--- config.mk ---
export PLATFORM = sky130hd
export DESIGN_NAME = edge_slope_unit
export DESIGN_NICKNAME = d
export VERILOG_FILES = /design/src/slope_pkg.sv /design/src/int_div.sv /design/src/edge_prep.sv /design/src/slope_finish.sv /design/src/edge_slope_unit.sv
export SDC_FILE = /design/constraint.sdc
export NUM_CORES = 1
export LEC_CHECK = 0
export BUFFER_PORTS_ARGS = -buffer_cell sky130_fd_sc_hd__buf_2
export CORE_MARGIN = 2
export CORE_UTILIZATION = 55
export CTS_BUF_LIST = sky130_fd_sc_hd__clkbuf_4 sky130_fd_sc_hd__clkbuf_8 sky130_fd_sc_hd__clkbuf_16
export DETAILED_ROUTE_END_ITERATION = 10
export PLACE_DENSITY = 0.71
export SYNTH_ARGS = -nofsm -noshare
export SYNTH_HDL_FRONTEND = slang
export SYNTH_SLANG_ARGS = --single-unit
--- constraint.sdc ---
create_clock -name clk_i -period 10.1 [get_ports clk_i]
set_input_delay 2.525 -clock clk_i [delete_from_list [all_inputs] [get_ports clk_i]]
set_output_delay 2.525 -clock clk_i [all_outputs]
set_load 0.01 [all_outputs]
--- src/slope_pkg.sv ---
`default_nettype none

package slope_pkg;

    // Screen coordinates are unsigned 12-bit values
    // The same width holds an absolute delta and a step count
    localparam int unsigned coord_width = 12;

    // The slope fraction is unsigned Q1.16
    localparam int unsigned frac_bits = 16;

    // One extra quotient bit so that a slope of exactly 1.0 fits
    localparam int unsigned quo_width = frac_bits + 1;

    // The dividend is the minor delta moved up by the fraction bits
    localparam int unsigned num_width = coord_width + frac_bits;

    // Incoming line segment, start point first
    typedef struct packed {
        logic [coord_width-1:0] x0;
        logic [coord_width-1:0] y0;
        logic [coord_width-1:0] x1;
        logic [coord_width-1:0] y1;
    } edge_t;

    // Geometry that waits beside the divider
    typedef struct packed {
        logic                   major_is_x;
        logic                   x_neg;
        logic                   y_neg;
        logic [coord_width-1:0] steps;
    } prep_t;

    // Finished slope record, geometry followed by the fraction
    typedef struct packed {
        logic                   major_is_x;
        logic                   x_neg;
        logic                   y_neg;
        logic [coord_width-1:0] steps;
        logic [quo_width-1:0]   frac;
    } slope_t;

    // Divider sequencing
    typedef enum logic [0:0] {
        div_idle = 1'b0,
        div_run  = 1'b1
    } div_state_e;

endpackage

`default_nettype wire

--- src/int_div.sv ---
`timescale 1ns/1ps
`default_nettype none

// Restoring unsigned divider that resolves one quotient bit per clock,
// most significant bit first
module int_div
    import slope_pkg::*;
#(
    parameter int unsigned num_width = slope_pkg::num_width,
    parameter int unsigned quo_width = slope_pkg::quo_width
) (
    input  wire logic                 clk_i,
    input  wire logic                 reset_ni,
    input  wire logic                 start_i,
    input  wire logic [num_width-1:0] dividend_i,
    input  wire logic [num_width-1:0] divisor_i,
    output logic      [quo_width-1:0] quotient_o,
    output logic                      valid_o
);

    // The working registers are wide enough for the divisor shifted by
    // the full quotient width without losing any bit
    typedef logic [num_width+quo_width-1:0] wide_t;

    // Index of the quotient bit under test
    typedef logic [$clog2(quo_width)-1:0] pos_t;

    div_state_e state_q;
    wide_t      remainder_q;
    wide_t      divisor_q;
    pos_t       bit_pos_q;

    wide_t      shifted_div;
    logic       fits;
    logic       zero_operand;

    // Trial subtrahend for the current bit
    always_comb begin
        shifted_div = divisor_q << bit_pos_q;
        fits        = (remainder_q >= shifted_div);
    end

    // Either operand at zero needs no iteration and answers zero at once
    assign zero_operand = (dividend_i == '0) || (divisor_i == '0);

    // Control state
    always_ff @(posedge clk_i) begin
        if (!reset_ni) begin
            state_q   <= div_idle;
            bit_pos_q <= '0;
            valid_o   <= 1'b0;
        end else begin
            case (state_q)
                div_idle: begin
                    // A zero operand finishes in the cycle after start
                    valid_o <= start_i && zero_operand;
                    if (start_i && !zero_operand) begin
                        state_q   <= div_run;
                        bit_pos_q <= pos_t'(quo_width - 1);
                    end
                end
                div_run: begin
                    bit_pos_q <= bit_pos_q - 1'b1;
                    // Last bit resolved, so the quotient is complete
                    if (bit_pos_q == '0) begin
                        state_q <= div_idle;
                        valid_o <= 1'b1;
                    end
                end
                default: begin
                    state_q <= div_idle;
                    valid_o <= 1'b0;
                end
            endcase
        end
    end

    // Datapath with no reset, loaded on start
    always_ff @(posedge clk_i) begin
        case (state_q)
            div_idle: begin
                if (start_i) begin
                    quotient_o  <= '0;
                    remainder_q <= wide_t'(dividend_i);
                    divisor_q   <= wide_t'(divisor_i);
                end
            end
            div_run: begin
                // Restore by simply not subtracting when the trial fails
                if (fits) begin
                    remainder_q           <= remainder_q - shifted_div;
                    quotient_o[bit_pos_q] <= 1'b1;
                end
            end
            default: begin
                quotient_o <= '0;
            end
        endcase
    end

endmodule

`default_nettype wire

--- src/edge_prep.sv ---
`timescale 1ns/1ps
`default_nettype none

// Front end of the slope unit
// Takes one edge at a time and turns it into a divide job plus geometry
module edge_prep
    import slope_pkg::*;
(
    input  wire logic                 clk_i,
    input  wire logic                 reset_ni,
    input  wire edge_t                edge_i,
    input  wire logic                 edge_valid_i,
    input  wire logic                 done_i,
    output logic                      busy_o,
    output logic                      div_start_o,
    output logic      [num_width-1:0] dividend_o,
    output logic      [num_width-1:0] divisor_o,
    output prep_t                     prep_o,
    output logic                      prep_valid_o
);

    edge_t edge_q;
    logic  pend_q;
    logic  launch_q;
    logic  accept;

    // One bit wider than a coordinate to carry the sign of the difference
    logic signed [coord_width:0] dx;
    logic signed [coord_width:0] dy;
    logic [coord_width-1:0]      abs_dx;
    logic [coord_width-1:0]      abs_dy;
    logic [coord_width-1:0]      major;
    logic [coord_width-1:0]      minor;
    logic                        x_neg;
    logic                        y_neg;
    logic                        major_is_x;

    // Strobes that arrive while an edge is in work are ignored
    assign accept = edge_valid_i && !busy_o;

    always_comb begin
        dx     = $signed({1'b0, edge_q.x1}) - $signed({1'b0, edge_q.x0});
        dy     = $signed({1'b0, edge_q.y1}) - $signed({1'b0, edge_q.y0});
        x_neg  = (edge_q.x1 < edge_q.x0);
        y_neg  = (edge_q.y1 < edge_q.y0);
        // The magnitude always fits back into a coordinate
        abs_dx = x_neg ? coord_width'(-dx) : coord_width'(dx);
        abs_dy = y_neg ? coord_width'(-dy) : coord_width'(dy);
        // A diagonal counts as x-major
        major_is_x = (abs_dx >= abs_dy);
        major      = major_is_x ? abs_dx : abs_dy;
        minor      = major_is_x ? abs_dy : abs_dx;
    end

    // An edge is accepted, launched one cycle later and then held until done
    always_ff @(posedge clk_i) begin
        if (!reset_ni) begin
            busy_o   <= 1'b0;
            pend_q   <= 1'b0;
            launch_q <= 1'b0;
        end else begin
            pend_q   <= accept;
            launch_q <= pend_q;
            if (accept) begin
                busy_o <= 1'b1;
            end else if (done_i) begin
                busy_o <= 1'b0;
            end
        end
    end

    // Edge capture and job registers
    always_ff @(posedge clk_i) begin
        if (accept) begin
            edge_q <= edge_i;
        end
        if (pend_q) begin
            dividend_o        <= {minor, {frac_bits{1'b0}}};
            divisor_o         <= {{frac_bits{1'b0}}, major};
            prep_o.major_is_x <= major_is_x;
            prep_o.x_neg      <= x_neg;
            prep_o.y_neg      <= y_neg;
            prep_o.steps      <= major;
        end
    end

    // Divider start and geometry hand-off share the same pulse
    assign div_start_o  = launch_q;
    assign prep_valid_o = launch_q;

endmodule

`default_nettype wire

--- src/slope_finish.sv ---
`timescale 1ns/1ps
`default_nettype none

// Back end of the slope unit
// Parks the geometry until the quotient arrives, then emits the record
module slope_finish
    import slope_pkg::*;
(
    input  wire logic                 clk_i,
    input  wire logic                 reset_ni,
    input  wire prep_t                prep_i,
    input  wire logic                 prep_valid_i,
    input  wire logic [quo_width-1:0] quotient_i,
    input  wire logic                 quo_valid_i,
    output slope_t                    slope_o,
    output logic                      slope_valid_o
);

    prep_t geom_q;

    // Geometry is taken one cycle before the earliest quotient
    always_ff @(posedge clk_i) begin
        if (prep_valid_i) begin
            geom_q <= prep_i;
        end
    end

    // The output record reads zero until the first result
    always_ff @(posedge clk_i) begin
        if (!reset_ni) begin
            slope_o <= '0;
        end else if (quo_valid_i) begin
            slope_o.major_is_x <= geom_q.major_is_x;
            slope_o.x_neg      <= geom_q.x_neg;
            slope_o.y_neg      <= geom_q.y_neg;
            slope_o.steps      <= geom_q.steps;
            slope_o.frac       <= quotient_i;
        end
    end

    // Single-cycle result strobe
    always_ff @(posedge clk_i) begin
        if (!reset_ni) begin
            slope_valid_o <= 1'b0;
        end else begin
            slope_valid_o <= quo_valid_i;
        end
    end

endmodule

`default_nettype wire

--- src/edge_slope_unit.sv ---
`timescale 1ns/1ps
`default_nettype none

// Edge slope setup for the scanline rasterizer
// Edge in, slope record out, one edge in flight at a time
module edge_slope_unit
    import slope_pkg::*;
(
    input  wire logic   clk_i,
    input  wire logic   reset_ni,
    input  wire edge_t  edge_i,
    input  wire logic   edge_valid_i,
    output logic        busy_o,
    output slope_t      slope_o,
    output logic        slope_valid_o
);

    logic                 div_start;
    logic [num_width-1:0] dividend;
    logic [num_width-1:0] divisor;
    prep_t                prep;
    logic                 prep_valid;
    logic [quo_width-1:0] quotient;
    logic                 quo_valid;

    // The result strobe also tells the front end that the edge is done
    edge_prep i_edge_prep (
        .clk_i        (clk_i),
        .reset_ni     (reset_ni),
        .edge_i       (edge_i),
        .edge_valid_i (edge_valid_i),
        .done_i       (slope_valid_o),
        .busy_o       (busy_o),
        .div_start_o  (div_start),
        .dividend_o   (dividend),
        .divisor_o    (divisor),
        .prep_o       (prep),
        .prep_valid_o (prep_valid)
    );

    int_div #(
        .num_width (num_width),
        .quo_width (quo_width)
    ) i_int_div (
        .clk_i      (clk_i),
        .reset_ni   (reset_ni),
        .start_i    (div_start),
        .dividend_i (dividend),
        .divisor_i  (divisor),
        .quotient_o (quotient),
        .valid_o    (quo_valid)
    );

    slope_finish i_slope_finish (
        .clk_i         (clk_i),
        .reset_ni      (reset_ni),
        .prep_i        (prep),
        .prep_valid_i  (prep_valid),
        .quotient_i    (quotient),
        .quo_valid_i   (quo_valid),
        .slope_o       (slope_o),
        .slope_valid_o (slope_valid_o)
    );

endmodule

`default_nettype wire

==> flow_summary.toml <==
[status]
status = "completed"

[timing]
clock.fmax_ghz = 0.167
drv_slew = 0
hold_viol_final = 0
fin_crit_ns = 6.00
min_period_over_period_pct = 59.4
relSlewSlack_pct = 23.5
finClkSkew_ns = 0.00925
fin_setup_tns_ns = 0
rsz0062_at_grt = "no"
setup_violations = 0
tightest_slew_ns = 1.15

[synth]
synthAdderAreaFrac_pct = 8.97
synthesis.area_um2 = 12500
synth_simple_gate_area_share_pct = 14.9
ys.flop_type = "edfxtp_1"
yosys_warnings = 0
synthDistinctLibCells = 64
muxShareOfSynthArea_pct = 7.44
synth_compound_gate_area_share_pct = 13.9
synthXorXnorAreaFrac_pct = 5.17
synth_edf_count = 164
synth_top_family_by_area = "simple AND/OR/NAND/NOR gates"
netlist_instances = 1235
avgSynthCellArea_um2 = 10.1
synthArstFlopShare_pct = 0
seq_area_frac_synth_pct = 46.2
ys_seq_elements = 207
synth_fp_nets = 1374

[power_and_ir_drop]
power_w = 0.00248
peakVddDrop_mv = 0.166
p_comb_share_pct = 23.8
p_leak_nw = 5.51
p_seq_share_pct = 41.7
p_per_area_nw_per_um2 = 177
clock_power_share_pct = 34.5
swShare_pct = 28.8
p_sw_w = 0.000715
internal_power_w = 0.00177

[clocking]
cts_sinks = 207
tritoncts = "yes"
postCtsHoldBufs = 0
htree_levels = 1
clkTransAtPathRegs_ns = 0.07
clk_path_buf_depth = 3
clk_latency_ns = 0.53
cts_setup_buffers = 0
cts-buffers-inserted = 23
ctsResizeCount = 0
root_buffer = "clkbuf_16"

[die]
core_area_um2 = 22500
die_area_um2 = 24000
io_pins = 85
std_cell_rows = 55
fp.dieW_um = 155
dieHeight_um = 155
initial_core_util_pct = 55.7

[global_routing]
grtUsageTotal_pct = 22.1
overflow = 0
antenna_found_initial = 0
grt_max_degree = 50
grt_pass1_wl_um = 43200
grt_pass1_vias = 8840

[critical_path]
crit_chain = "clkinv_1 > o21ai_0 > nand2_1 > ha_1 > nand3_1 > o21bai_1 > a21oi_1 > o211ai_1 > a31oi_1 > o21ai_1 > nor3_1 > nand2_1 > a31oi_4 > buf_4"
worstSetupEndpointType = "register"
worstPathRequired_ns = 10.27
cp_slowest_stage_delay_ns = 0.96
crit_path_start = "i_int_div.bit_pos_q[2]"
worstSetupStartpointType = "register"
r2r_setup_slack_ns = 4.10
cp.arrival_ns = 6.17
rr_startpoint = "i_int_div.bit_pos_q[2]"
cp_common_cell = "nand2_1"
r2r.worst_path.cells = 14
crit_type = "reg2reg"
cp_max_fo = 32
crit_path_end = "i_int_div.remainder_q[16]"
r2r_end = "i_int_div.remainder_q[16]"
worst_path_max_delay_cell = "dfxtp_1"

[detailed_routing]
vias = 9236
first_pass_iters = 5
wl_per_cell_um = 16.5
antenna_left = 0
wirelength_um = 26500
viasPerCell = 5.75
route.detailed.drc = 0
drt_iter0_markers = 566

[finish]
layout_common_cells = "edfxtp_1, nor2_1, nand2_1"
final_nets = 1444
diodes = 0
layout_commonest_cell = "edfxtp_1"
drive_above_1_share_pct = 12.9
syn_to_final_growth_pct = 11.8
fill_cells = 1889

[place]
dp_hpwl_um = 20000
finalWeightedCongestion = 0.966
port-buffer-count = 84

[run]
maxCapViolCount = 0

[worst_hold_path]
hold_class = "reg2reg"
==> worst min path at each step <==
stage / from / to / slack (ns) / cells past startpoint
after CTS: i_edge_prep.prep_o[14] / i_slope_finish.geom_q[14] / 0.43 / 0
after global placement: i_edge_prep.prep_o[14] / i_slope_finish.geom_q[14] / 0.40 / 0
after detailed placement: i_edge_prep.prep_o[14] / i_slope_finish.geom_q[14] / 0.41 / 0
final: i_edge_prep.prep_o[13] / i_slope_finish.geom_q[13] / 0.42 / 0
after floorplan: i_edge_prep.prep_o[12] / i_slope_finish.geom_q[12] / 0.40 / 0
after global routing: i_edge_prep.prep_o[14] / i_slope_finish.geom_q[14] / 0.43 / 0
==> Yosys cell counts, types with 11 or more instances <==
cell,instances,area (um^2)
dfxtp_1,43,861
nor3_1,21,105
a21oi_1,80,400
a31oi_1,25,156
edfxtp_1,164,4920
nand2_1,108,405
ha_1,85,1060
o21a_1,11,82.6
mux2i_1,65,651
xnor2_1,41,359
clkbuf_1,34,128
xor2_1,33,289
o21ai_0,50,250
nand2b_1,20,125
a21o_1,35,263
mux2_2,19,214
buf_1,11,41.3
nand3_1,31,155
nor2b_1,50,313
nor2_1,109,409
inv_1,64,240
==> stage by stage <==
stage | setup slack (ns) | cell area, um^2 | cells | hold slack [ns] | util, %
floorplan | 3.11 | 12500 | 1235 | 0.400 | -
global placement | 4.34 | 13200 | 1565 | 0.401 | 58.7
detailed placement | 4.25 | 13200 | 1565 | 0.410 | 58.7
CTS | 4.21 | 14000 | 1607 | 0.425 | 62.2
global route | 3.57 | 14000 | 1607 | 0.428 | 62.2
finish | 4.10 | 14000 | 1607 | 0.422 | 62.2
==> routing by layer <==
metal / up-vias / global-route usage, % / routed length, um
li1: 4630 / - / -
met1: 4282 / 28.3 / 11600
met2: 255 / 37.8 / 12500
met3: 69 / 3.01 / 1220
met4: 0 / 9.66 / 1140
met5: - / 0 / 0
==> state kept, by name, indices dropped and copies added (netlist names) <==
signal,cells
i_slope_finish.slope_valid_o,1
i_edge_prep.pend_q,1
i_int_div.remainder_q,45
i_edge_prep.edge_q,48
i_int_div.bit_pos_q,5
i_slope_finish.slope_o,32
i_int_div.valid_o,1
i_edge_prep.busy_o,1
i_int_div.quotient_o,17
i_int_div.state_q,1
i_edge_prep.div_start_o,1
i_edge_prep.dividend_o,12
i_edge_prep.prep_o,15
i_int_div.divisor_q,12
i_slope_finish.geom_q,15
==> power groups by stage <==
stage,Sequential [W],Combinational (W),Clock [W]
floorplan,0.00104,0.000465,0
global placement,0.00105,0.000575,0
detailed placement,0.00105,0.000586,0
CTS,0.00104,0.000590,0.000873
global route,0.00104,0.000665,0.000902
finish,0.00104,0.000590,0.000856
==> critical path: cells and delay by family (launching register included) <==
family | cells | cell delay, ns
buffers and inverters | 2 | 1.04
adder cells (fa/ha/maj) | 1 | 0.38
AND/OR/NAND/NOR | 4 | 0.58
AO/OA/AOI/OAI | 7 | 2.65
flip-flops | 1 | 0.96
==> logic make-up (layout without fill, tap and decap cells) <==
| logic type | after synthesis | count (layout) |
|---|---|---|
| adder cells (fa/ha/maj) | 88 | 88 |
| AO/OA/AOI/OAI | 275 | 275 |
| AND/OR/NAND/NOR | 390 | 390 |
| flip-flops | 207 | 207 |
| multiplexers | 87 | 87 |
| XOR/XNOR | 74 | 74 |
| buffers and inverters | 114 | 201 |
==> layout make-up <==
| class | instances | area, um^2 | area share, % |
|---|---|---|---|
| Timing Repair Buffer | 92 | 480 | 3.43 |
| Clock buffer | 33 | 699 | 5.00 |
| Sequential cell | 207 | 5790 | 41.3 |
| Clock inverter | 9 | 96.3 | 0.688 |
| Inverter | 67 | 251 | 1.80 |
| Multi-Input combinational cell | 914 | 6330 | 45.2 |
| Tap cell | 285 | 357 | 2.55 |
No activity file was read; power rests on OpenSTA's default activity.
